<file path="config.mk">
export PLATFORM = sky130hd
export DESIGN_NAME = mac_lane
export DESIGN_NICKNAME = d
export VERILOG_FILES = /design/src/rtl/squeeze_pkg.sv /design/src/rtl/mac_lane.sv
export SDC_FILE = /design/constraint.sdc
export NUM_CORES = 1
export LEC_CHECK = 0
export BUFFER_PORTS_ARGS = -buffer_cell sky130_fd_sc_hd__buf_4
export CAP_MARGIN = 5
export CORE_ASPECT_RATIO = 0.7
export CORE_MARGIN = 5
export CORE_UTILIZATION = 40
export DETAILED_ROUTE_END_ITERATION = 10
export GPL_ROUTABILITY_DRIVEN = 0
export GPL_TIMING_DRIVEN = 1
export SYNTH_ARGS = -nofsm -noshare
export SYNTH_HDL_FRONTEND = slang
export SYNTH_SLANG_ARGS = --single-unit
</file>
<file path="constraint.sdc">
create_clock -name clk -period 12.18 [get_ports clk]
set_input_delay 0 -clock clk [delete_from_list [all_inputs] [get_ports clk]]
set_output_delay 0 -clock clk [all_outputs]
set_load 0.02 [all_outputs]
</file>
<file path="src/rtl/squeeze_pkg.sv">
package squeeze_pkg;

	////////////////////////////////////////////////////////////////////////////
	// Datapath widths
	////////////////////////////////////////////////////////////////////////////

	// Pixel, weight and output value
	localparam int PIX_W = 16;
	// Accumulator and bias
	localparam int ACC_W = 32;
	// Requantization shift, Q14 products back to pixel scale
	localparam int FRAC_SHIFT = 14;

	// Side band that rides along with each registered pixel
	typedef struct packed {
		logic valid;   // pixel accepted this cycle
		logic last;    // pixel closes an output pixel
	} tap_ctrl_t;

	// Layer sequencer states
	typedef enum logic {
		SEQ_RUN  = 1'b0,
		SEQ_DONE = 1'b1
	} seq_state_t;

	////////////////////////////////////////////////////////////////////////////
	// Coefficient rule, shared by the ROM and the reference model
	////////////////////////////////////////////////////////////////////////////

	// Small signed weight, roughly +-2^10, from a hash of tap and lane
	function automatic logic signed [PIX_W-1:0] coeff_weight(input int tap, input int lane);
		int h;
		h = ((tap * 73) ^ (lane * 151)) + tap * lane * 11 + 29;
		h = h % 2047;
		return PIX_W'(h - 1023);
	endfunction

	// Per lane bias; every fourth lane gets a large offset so the slice wraps
	function automatic logic signed [ACC_W-1:0] coeff_bias(input int lane);
		int h;
		h = (lane * 977 + 311) % 4001;
		h = (h - 2000) * 2048;
		if (lane % 4 == 3)
			h = h + 536870912;
		return ACC_W'(h);
	endfunction

endpackage

</file>
<file path="src/rtl/mac_lane.sv">
`timescale 1ns/1ps

module mac_lane (
	input  logic                                  clk,
	input  logic                                  rst,
	input  squeeze_pkg::tap_ctrl_t                tap_ctrl,
	input  logic signed [squeeze_pkg::PIX_W-1:0]  pix,
	input  logic signed [squeeze_pkg::PIX_W-1:0]  ker,
	output logic signed [squeeze_pkg::ACC_W-1:0]  acc_out,
	output logic                                  sum_valid
);

	logic signed [squeeze_pkg::ACC_W-1:0] prod;
	logic signed [squeeze_pkg::ACC_W-1:0] acc;
	logic signed [squeeze_pkg::ACC_W-1:0] acc_next;

	// Full precision 16x16 product
	assign prod     = pix * ker;
	assign acc_next = acc + prod;

	// Running sum of the current window
	always_ff @(posedge clk) begin
		if (rst) begin
			acc <= '0;
		end else if (tap_ctrl.valid) begin
			// Restart right after the closing tap
			if (tap_ctrl.last)
				acc <= '0;
			else
				acc <= acc_next;
		end
	end

	// Completed window, held until the next one
	always_ff @(posedge clk) begin
		if (tap_ctrl.valid && tap_ctrl.last)
			acc_out <= acc_next;
	end

	always_ff @(posedge clk) begin
		if (rst)
			sum_valid <= 1'b0;
		else
			sum_valid <= tap_ctrl.valid && tap_ctrl.last;
	end

	// Sequencer marks last only on accepted pixels
	a_last_needs_valid: assert property (@(posedge clk) disable iff (rst)
		tap_ctrl.last |-> tap_ctrl.valid);

endmodule

</file>
==> run_results.csv, run 1 <==
group,metric,value,unit
worst_setup_path,start_kind,"primary input",
clock_network,cts_resizes,0,
flow_run,cap_viol_max_count,0,
timing,timing.max_slew.rel_slack,44.1,%
worst_setup_path,critical_path.endpoint_type,"flop",
routing,wirelength,30.4,mm
worst_setup_path,worst_path_largest_cell_delay,0.56,ns
grt,grt-ovfl-total,0,
finish,inserted_diodes,0,
timing,finalSetupTns,0,ns
timing,setup_violations,0,
yosys,synth_async_sr_flop_share,0,%
yosys,ys_types,54,
routing,drc_errors,0,
clock_network,h-tree-depth,3,
clock_network,cts_setup_buffers,0,
placement,dpl.hpwl,25.9,mm
yosys,ys_seq_elements,65,
yosys,synth_cells,1377,
worst_hold_path,min_delay_worst_type,"in -> reg",
yosys,avgSynthCellArea,9.61,sq um
worst_setup_path,required,12.27,ns
worst_setup_path,worst_path_most_repeated_cell,"sky130_fd_sc_hd__fa_1",
finish,commonest_non_fill_non_tap_cell_in_the_layout,"sky130_fd_sc_hd__inv_1",
clock_network,clk-insertion-delay-late,0.35,ns
clock_network,cts.sink_count,65,
worst_setup_path,critPathSlowestCell,"sky130_fd_sc_hd__fa_1",
yosys,synth_edf_count,32,
grt,maximum_number_of_pins_on_one_net_before_global_route_repair,47,
grt,initial_antenna_violation_count,0,
timing,min_period_over_period,47.6,%
finish,most-common-layout-cells,"341 x sky130_fd_sc_hd__inv_1, 292 x sky130_fd_sc_hd__fa_1, 132 x sky130_fd_sc_hd__nand2_1",
timing,fmaxAchievable,172,MHz
timing,report.final.slew_viol_count,0,
routing,drc_marker_count_from_the_first_detailed_route_iteration,334,
clock_network,cts_hold_repair.buffers,0,
floorplanning,core,32500,sq um
clock_network,tritoncts,"done",
yosys,synth_seq_area_share,12.3,%
yosys,yosys_most_used_dff,"sky130_fd_sc_hd__dfxtp_1",
grt,grt_pass1_wl,50.9,mm
timing,hold_violations_final,0,
worst_setup_path,critical_path_arrival,5.89,ns
floorplanning,num_rows,55,
grt,groute.usage.overall,17.3,%
finish,finish.net_count,1838,
worst_setup_path,worst-setup-path-type,"in -> reg",
clock_network,root_buffer,"sky130_fd_sc_hd__clkbuf_16",
routing,vias,9100,
floorplanning,die_w,227,um
floorplanning,die-height,162,um
finish,fillers,3194,
routing,detail_route.wl_per_cell,16.5,um
yosys,yosysWarnings,0,
routing,routed_via_density,4.93,
yosys,synthesis.nets,1803,
finish,area_delta_synth_final,8.79,%
timing,finalCriticalPeriod,5.80,ns
worst_setup_path,crit_path_cell_trace,"buf_4 > nand2_1 > inv_1 > fa_1 > inv_1 > fa_1 > inv_1 > fa_1 > inv_1 > fa_1 > fa_1 > fa_1 > inv_1 > ha_1 > a21o_1 > a21o_1 > a21o_1 > a21oi_1 > nor2_1 > o21ai_0 > a21oi_1 > xor2_1",
yosys,netlist_area,13200,sq um
timing,rsz_0062_raised_after_global_routing,"no",
grt,vias_in_the_first_global_route,9739,
floorplanning,ios,69,
clock_network,clk_transition_reported_paths,0.05,ns
timing,worst_clock_skew,0.00995,ns
floorplanning,initial_utilization,40.7,%
clock_network,cts-buffers-inserted,9,
routing,ant_nets,0,
clock_network,ctsLongestPathBuffers,2,
routing,drt-pass1-iter-count,5,
run_status,outcome,"finished clean",
timing,worstMarginPinSlew,0.836,ns
finish,share_of_cells_above_drive_strength_1,6.77,%
placement,portBuffers,68,
floorplanning,floorplan.die_area,36900,sq um
worst_setup_path,crit_path_max_fanout,16,
-- metrics by stage --
step	utilization, %	setup WS (ns)	cells	hold WS (ns)	cell area [sq um]
CTS	44.3	6.41	1844	0.0112	14400
detailed placement	43.4	6.06	1828	0.378	14100
global route	44.3	6.10	1844	0.0421	14400
floorplan	-	6.61	1377	0.186	13200
global placement	43.4	6.15	1828	0.368	14100
finish	44.3	6.38	1844	0.0174	14400
-- state kept, by name (all words and copies together) (netlist names) --
| signal | flops |
|---|---|
| acc | 32 |
| acc_out | 32 |
| sum_valid | 1 |
-- worst max-delay path, delay by kind of cell --
kind	cells	cell delay, ns
xor+xnor	1	0.16
fa+ha+maj	7	3.43
buf+inv	6	0.47
compound gates	6	1.50
simple gates	2	0.32
-- final cells by class --
cell class	count	area (sq um)	share of cell area, %
multi-input cells	925	10100	70.5
clock inverters	6	58.8	0.409
inverters	341	1280	8.89
repair buffers	70	526	3.65
clock buffers	10	229	1.59
well taps	427	534	3.71
flip-flops and latches	65	1620	11.3
-- kinds of logic after synthesis --
logic type,share of synthesized area (%)
compound gates,6.40
simple gates,14.6
fa+ha+maj,53.5
xor+xnor,2.25
flops,12.3
buf+inv,11.1
-- metal layers --
metal  global-route usage [%]  share of wire (%)  routed length, um  vias up
li1                         -                  -                  -     4177
met3                     2.73                3.8               1170       32
met2                     28.9                 49              14800      143
met1                     24.7                 46              14100     4748
met4                     2.50                1.1                342        0
met5                        0                  0                  0        -
-- path summary, 6_finish.rpt --
path,cells past startpoint,from,endpoint,slack [ns]
worst max-delay path,22,ker[1],acc_out[30],6.38
worst min-delay path,3,tap_ctrl[0],acc[0],0.02
worst max register to register,18,acc[15],acc_out[30],6.62
worst min register to register,2,acc[1],acc[1],0.47
-- cell usage after synthesis, types with 2 or more instances --
cell type / number / area, sq um
sky130_fd_sc_hd__a21o_1: 14 / 105
sky130_fd_sc_hd__o21a_1: 8 / 60.1
sky130_fd_sc_hd__a211o_1: 3 / 26.3
sky130_fd_sc_hd__a21boi_0: 4 / 30.0
sky130_fd_sc_hd__dfxtp_1: 33 / 661
sky130_fd_sc_hd__nand2_1: 132 / 495
sky130_fd_sc_hd__o211ai_1: 4 / 30.0
sky130_fd_sc_hd__inv_1: 341 / 1280
sky130_fd_sc_hd__nor2b_1: 19 / 119
sky130_fd_sc_hd__nand2b_1: 19 / 119
sky130_fd_sc_hd__o221ai_1: 3 / 26.3
sky130_fd_sc_hd__and2_1: 125 / 782
sky130_fd_sc_hd__clkbuf_1: 40 / 150
sky130_fd_sc_hd__nand3b_1: 8 / 60.1
sky130_fd_sc_hd__a21bo_2: 2 / 20.0
sky130_fd_sc_hd__or2_2: 2 / 12.5
sky130_fd_sc_hd__nand4_1: 4 / 25.0
sky130_fd_sc_hd__a21oi_2: 2 / 17.5
sky130_fd_sc_hd__xor2_1: 10 / 87.6
sky130_fd_sc_hd__fa_1: 292 / 5850
sky130_fd_sc_hd__or3_1: 4 / 25.0
sky130_fd_sc_hd__o21ai_0: 14 / 70.1
sky130_fd_sc_hd__nor2_1: 41 / 154
sky130_fd_sc_hd__a2111oi_0: 2 / 17.5
sky130_fd_sc_hd__o32ai_1: 2 / 17.5
sky130_fd_sc_hd__buf_2: 3 / 15.0
sky130_fd_sc_hd__and3_1: 3 / 18.8
sky130_fd_sc_hd__a211oi_1: 5 / 37.5
sky130_fd_sc_hd__a31oi_1: 2 / 12.5
sky130_fd_sc_hd__nor3b_1: 4 / 30.0
sky130_fd_sc_hd__edfxtp_1: 32 / 961
sky130_fd_sc_hd__a21oi_1: 44 / 220
sky130_fd_sc_hd__nor3_1: 4 / 20.0
sky130_fd_sc_hd__xnor2_1: 24 / 210
sky130_fd_sc_hd__nand3_1: 10 / 50.1
sky130_fd_sc_hd__ha_1: 98 / 1230
sky130_fd_sc_hd__o21bai_1: 3 / 22.5
Power of run 1 is left out: the tool's default activity adds up to more than one toggle a clock period on the data nets, which glitch-free logic cannot reach.
==> run 2: changes to the inputs <==
- clock period: 12.18 -> 5.95 ns (I/O delays scaled with it)
==> run 2 against run 1 <==
  * Via count grew 1.2%
  * Critical path depth grew 1
  * Register-to-register slack got worse by 6.0 ns
  * Worst setup slack lost 6.0 ns
  * Design area grew 1.4%
  * Wire length up 1.2%
  * Flip-flop and latch count stayed put
  * Global-route usage rose by 0.43 points
  * Die area unchanged
  * Highest routed layer unchanged
==> run_results.csv, run 2 (synthesized netlist as in run 1, its figures left out) <==
group,metric,value,unit
run_status,outcome,"finished clean",
grt,vias_in_the_first_global_route,10061,
worst_setup_path,worst_r2r_startpoint,"acc[15]",
timing,worst_clock_skew,0.00807,ns
worst_hold_path,hold-path-cell-count,3,
placement,post-place-cells,1854,
floorplanning,num_rows,55,
finish,finish.cell_count_without_fillers,1870,
worst_hold_path,min_delay_worst_type,"in -> reg",
worst_hold_path,hold_start,"tap_ctrl[0]",
floorplanning,die-height,162,um
finish,finish.net_count,1864,
grt,maximum_number_of_pins_on_one_net_before_global_route_repair,47,
worst_setup_path,r2r_cells,19,
worst_setup_path,critical_path.endpoint_type,"flop",
timing,setup_violations,0,
clock_network,clk_transition_reported_paths,0.05,ns
clock_network,cts-buffers-inserted,9,
timing,rsz_0062_raised_after_global_routing,"no",
timing,finalSetupTns,0,ns
routing,ant_nets,0,
grt,grt_pass1_wl,52.2,mm
clock_network,tritoncts,"done",
finish,inserted_diodes,0,
timing,min_period_over_period,94.2,%
clock_network,cts.sink_count,65,
clock_network,h-tree-depth,3,
grt,initial_antenna_violation_count,0,
routing,vias,9205,
timing,report.final.slew_viol_count,0,
timing,fmaxAchievable,178,MHz
finish,area_delta_synth_final,10.3,%
flow_run,cap_viol_max_count,0,
clock_network,cts_resizes,0,
floorplanning,core,32500,sq um
floorplanning,floorplan.die_area,36900,sq um
worst_setup_path,critical_path_arrival,5.68,ns
routing,routed_via_density,4.92,
finish,reg.largest.list,"acc: 32 flops, acc_out: 32 flops, sum_valid: 1 flops",
clock_network,clk-insertion-delay-late,0.35,ns
routing,drc_errors,0,
worst_setup_path,start_kind,"primary input",
worst_setup_path,crit_path_max_fanout,13,
timing,worstMarginPinSlew,0.655,ns
routing,drc_marker_count_from_the_first_detailed_route_iteration,374,
worst_setup_path,worst-setup-path-type,"in -> reg",
clock_network,cts_hold_repair.buffers,0,
routing,wirelength,30.8,mm
timing,finalCriticalPeriod,5.60,ns
floorplanning,die_w,227,um
floorplanning,ios,69,
grt,grt-ovfl-total,0,
finish,commonest_non_fill_non_tap_cell_in_the_layout,"sky130_fd_sc_hd__inv_1",
placement,dpl.hpwl,26.4,mm
routing,detail_route.wl_per_cell,16.5,um
worst_setup_path,worstSetupStartpoint,"ker[1]",
floorplanning,initial_utilization,40.7,%
clock_network,cts_setup_buffers,0,
finish,most-common-layout-cells,"341 x sky130_fd_sc_hd__inv_1, 292 x sky130_fd_sc_hd__fa_1, 132 x sky130_fd_sc_hd__nand2_1",
finish,fillers,3170,
timing,timing.max_slew.rel_slack,56.2,%
timing,hold-worst-slack,0.0144,ns
grt,groute.usage.overall,17.8,%
timing,timing.final.ws_setup,0.347,ns
worst_setup_path,required,6.03,ns
clock_network,root_buffer,"sky130_fd_sc_hd__clkbuf_16",
finish,share_of_cells_above_drive_strength_1,8.45,%
placement,portBuffers,68,
timing,hold_violations_final,0,
clock_network,ctsLongestPathBuffers,2,
placement,preCtsSetupSlack,0.0368,ns
routing,drt-pass1-iter-count,5,
[run 2: cell count changes in the layout (fill, tap and decap cells not counted), sizes merged]
cell	before	now
buf	70	96
clkbuf	10	11
clkinvlp	2	1
[run 2: worst max-delay path: stages]
cell	delay, ns
sky130_fd_sc_hd__buf_4	0.18
sky130_fd_sc_hd__nand2_1	0.12
sky130_fd_sc_hd__inv_1	0.10
sky130_fd_sc_hd__fa_1	0.54
sky130_fd_sc_hd__inv_1	0.06
sky130_fd_sc_hd__fa_1	0.52
sky130_fd_sc_hd__inv_1	0.05
sky130_fd_sc_hd__fa_1	0.49
sky130_fd_sc_hd__inv_1	0.05
sky130_fd_sc_hd__fa_1	0.57
sky130_fd_sc_hd__fa_1	0.45
sky130_fd_sc_hd__fa_1	0.50
sky130_fd_sc_hd__inv_1	0.04
sky130_fd_sc_hd__ha_1	0.31
sky130_fd_sc_hd__a21o_1	0.20
sky130_fd_sc_hd__a21o_1	0.18
sky130_fd_sc_hd__a21o_1	0.21
sky130_fd_sc_hd__a211oi_2	0.31
sky130_fd_sc_hd__nor2_1	0.18
sky130_fd_sc_hd__o21ai_0	0.22
sky130_fd_sc_hd__buf_4	0.15
sky130_fd_sc_hd__a21oi_1	0.09
sky130_fd_sc_hd__xor2_1	0.16
[run 2: per-stage QoR]
step / instance area (sq um) / utilization (%)
after floorplan: 13200 / -
after global placement: 14300 / 44.0
after detailed placement: 14300 / 44.0
after CTS: 14600 / 44.9
after global routing: 14600 / 44.9
final: 14600 / 44.9
[run 2: path summary, 6_finish.rpt]
check / end / slack, ns
min reg2reg: acc[0] / 0.47
max: acc_out[30] / 0.35
max reg2reg: acc_out[30] / 0.66
min: acc[0] / 0.01
[run 2: metal layers]
metal | part of all wire [%] | global-route usage [%] | vias to the layer above
li1 | - | - | 4238
met1 | 45 | 24.8 | 4781
met2 | 49 | 29.7 | 157
met3 | 4.3 | 3.04 | 29
met4 | 1.2 | 3.10 | 0
met5 | 0 | 0 | -
[run 2: final cells by class]
type	count	area [sq um]	share of cell area (%)
Timing Repair Buffer	96	721	4.94
Sequential cell	65	1620	11.1
Inverter	341	1280	8.77
Multi-Input combinational cell	925	10100	69.5
Clock inverter	5	55.1	0.377
Clock buffer	11	243	1.66
Tap cell	427	534	3.66
Power of run 2 is left out for the same reason.
==> run 3: changes to the inputs <==
- clock period: 5.95 -> 5.9 ns (I/O delays scaled with it)
==> run 3 against run 2 <==
  * First-iteration DRC count is 29% higher
  * Die area unchanged
  * Hold slack better by 0.012 ns
==> run_results.csv, run 3 (synthesized netlist as in run 1, its figures left out) <==
group,metric,value,unit
run_status,outcome,"finished clean",
grt,grt-ovfl-total,0,
worst_setup_path,crit_path_max_fanout,16,
floorplanning,initial_utilization,40.7,%
placement,placement.cell_area,14400,sq um
routing,drc_errors,0,
routing,detail_route.wl_per_cell,16.5,um
worst_setup_path,critPathSlowestCell,"sky130_fd_sc_hd__fa_1",
clock_network,ctsLongestPathBuffers,2,
grt,initial_antenna_violation_count,0,
timing,finalSetupTns,0,ns
timing,timing.max_slew.rel_slack,56.6,%
clock_network,cts_setup_buffers,0,
worst_setup_path,r2r_cells,19,
worst_setup_path,worst_path_largest_cell_delay,0.53,ns
routing,routed_via_density,4.93,
grt,vias_in_the_first_global_route,9936,
finish,inserted_diodes,0,
clock_network,cts.sink_count,65,
finish,most-common-layout-cells,"341 x sky130_fd_sc_hd__inv_1, 292 x sky130_fd_sc_hd__fa_1, 132 x sky130_fd_sc_hd__nand2_1",
timing,setup_violations,0,
finish,finish.net_count,1875,
worst_setup_path,crit_path_cell_trace,"buf_4 > and2_1 > fa_1 > inv_1 > fa_1 > fa_1 > inv_1 > fa_1 > fa_1 > inv_1 > fa_1 > inv_1 > ha_1 > a21oi_1 > o21ai_0 > a221oi_4 > a21boi_0 > o21a_1 > or3_1 > and2_1",
timing,report.final.slew_viol_count,0,
worst_hold_path,min_delay_worst_type,"in -> reg",
routing,drc_marker_count_from_the_first_detailed_route_iteration,484,
timing,worst_clock_skew,0.0101,ns
timing,rsz_0062_raised_after_global_routing,"no",
clock_network,clk_transition_reported_paths,0.06,ns
worst_setup_path,r2r_setup_slack,0.60,ns
worst_setup_path,cp.depth,20,
timing,hold_violations_final,0,
floorplanning,num_rows,55,
finish,finish.cell_count_without_fillers,1881,
placement,post-place-cells,1865,
clock_network,h-tree-depth,3,
clock_network,root_buffer,"sky130_fd_sc_hd__clkbuf_16",
clock_network,tritoncts,"done",
finish,area_delta_synth_final,10.9,%
floorplanning,core,32500,sq um
floorplanning,ios,69,
worst_setup_path,worst_path_most_repeated_cell,"sky130_fd_sc_hd__fa_1",
worst_setup_path,worst-setup-path-type,"in -> reg",
grt,grt_pass1_wl,52.2,mm
worst_hold_path,hold-path-cell-count,3,
worst_setup_path,critical_path.endpoint_type,"flop",
timing,fmaxAchievable,180,MHz
floorplanning,floorplan.die_area,36900,sq um
grt,groute.usage.overall,17.9,%
routing,drt-pass1-iter-count,5,
worst_setup_path,timing.critical_path.buf_inv,5,
timing,min_period_over_period,94.3,%
routing,ant_nets,0,
finish,layout_cell_area_excl_fill,14700,sq um
clock_network,cts_resizes,0,
worst_setup_path,critical_path_arrival,5.67,ns
routing,vias,9278,
grt,maximum_number_of_pins_on_one_net_before_global_route_repair,47,
placement,portBuffers,68,
floorplanning,die-height,162,um
worst_setup_path,start_kind,"primary input",
timing,timing.final.ws_setup,0.334,ns
timing,finalCriticalPeriod,5.57,ns
floorplanning,die_w,227,um
clock_network,cts-buffers-inserted,9,
worst_setup_path,crit_family,"adder cells",
finish,commonest_non_fill_non_tap_cell_in_the_layout,"sky130_fd_sc_hd__inv_1",
routing,wirelength,31.0,mm
timing,worstMarginPinSlew,0.648,ns
clock_network,clk-insertion-delay-late,0.34,ns
clock_network,cts_hold_repair.buffers,0,
finish,share_of_cells_above_drive_strength_1,9.08,%
worst_setup_path,required,6.00,ns
finish,reg.largest.list,"acc: 32 flops, acc_out: 32 flops, sum_valid: 1 flops",
placement,preCtsSetupSlack,0.0341,ns
placement,dpl.hpwl,26.8,mm
flow_run,cap_viol_max_count,0,
[run 3: cell count changes in the layout (fill, tap and decap cells not counted)]
cell,delta
sky130_fd_sc_hd__clkinvlp_4,-1
sky130_fd_sc_hd__clkinv_4,-1
sky130_fd_sc_hd__inv_4,+1
sky130_fd_sc_hd__buf_4,+11
sky130_fd_sc_hd__clkbuf_1,+2
sky130_fd_sc_hd__clkinv_1,-1
[run 3: metal layers]
metal  up-vias  part of all wire (%)  track usage (%)  wire (um)
met2       198                    49             29.5      15100
met5         -                     0                0          0
met3        25                   4.4             2.29       1370
met1      4790                    46             25.9      14300
met4         0                  0.97             2.74        300
li1       4265                     -                -          -
[run 3: layout make-up]
type                       instances  area [sq um]
clock buffer                      13           250
clock inverter                     3          41.3
fill                            3173         17800
inverter                         341          1280
multi-input combinational        925         10100
sequential                        65          1620
tap                              427           534
timing repair buffer             107           803
[run 3: worst paths after layout]
kind | startpoint | end
max | pix[8] | acc_out[21]
min | tap_ctrl[0] | acc[4]
max reg2reg | acc[15] | acc_out[30]
min reg2reg | acc[1] | acc[1]
[run 3: per-stage QoR]
| stage | hold slack [ns] | utilization [%] |
|---|---|---|
| finish | 0.0262 | 45.2 |
| global route | 0.0281 | 45.2 |
| CTS | 0.00959 | 45.2 |
| detailed placement | 0.378 | 44.3 |
| global placement | 0.369 | 44.3 |
| floorplan | 0.186 | - |
[run 3: tightest hold or removal path, cell delays in order]
cell and delay (ns):
sky130_fd_sc_hd__buf_4 0.14, sky130_fd_sc_hd__nand3b_1 0.12, sky130_fd_sc_hd__a21oi_1 0.06
Power of run 3 is left out for the same reason.
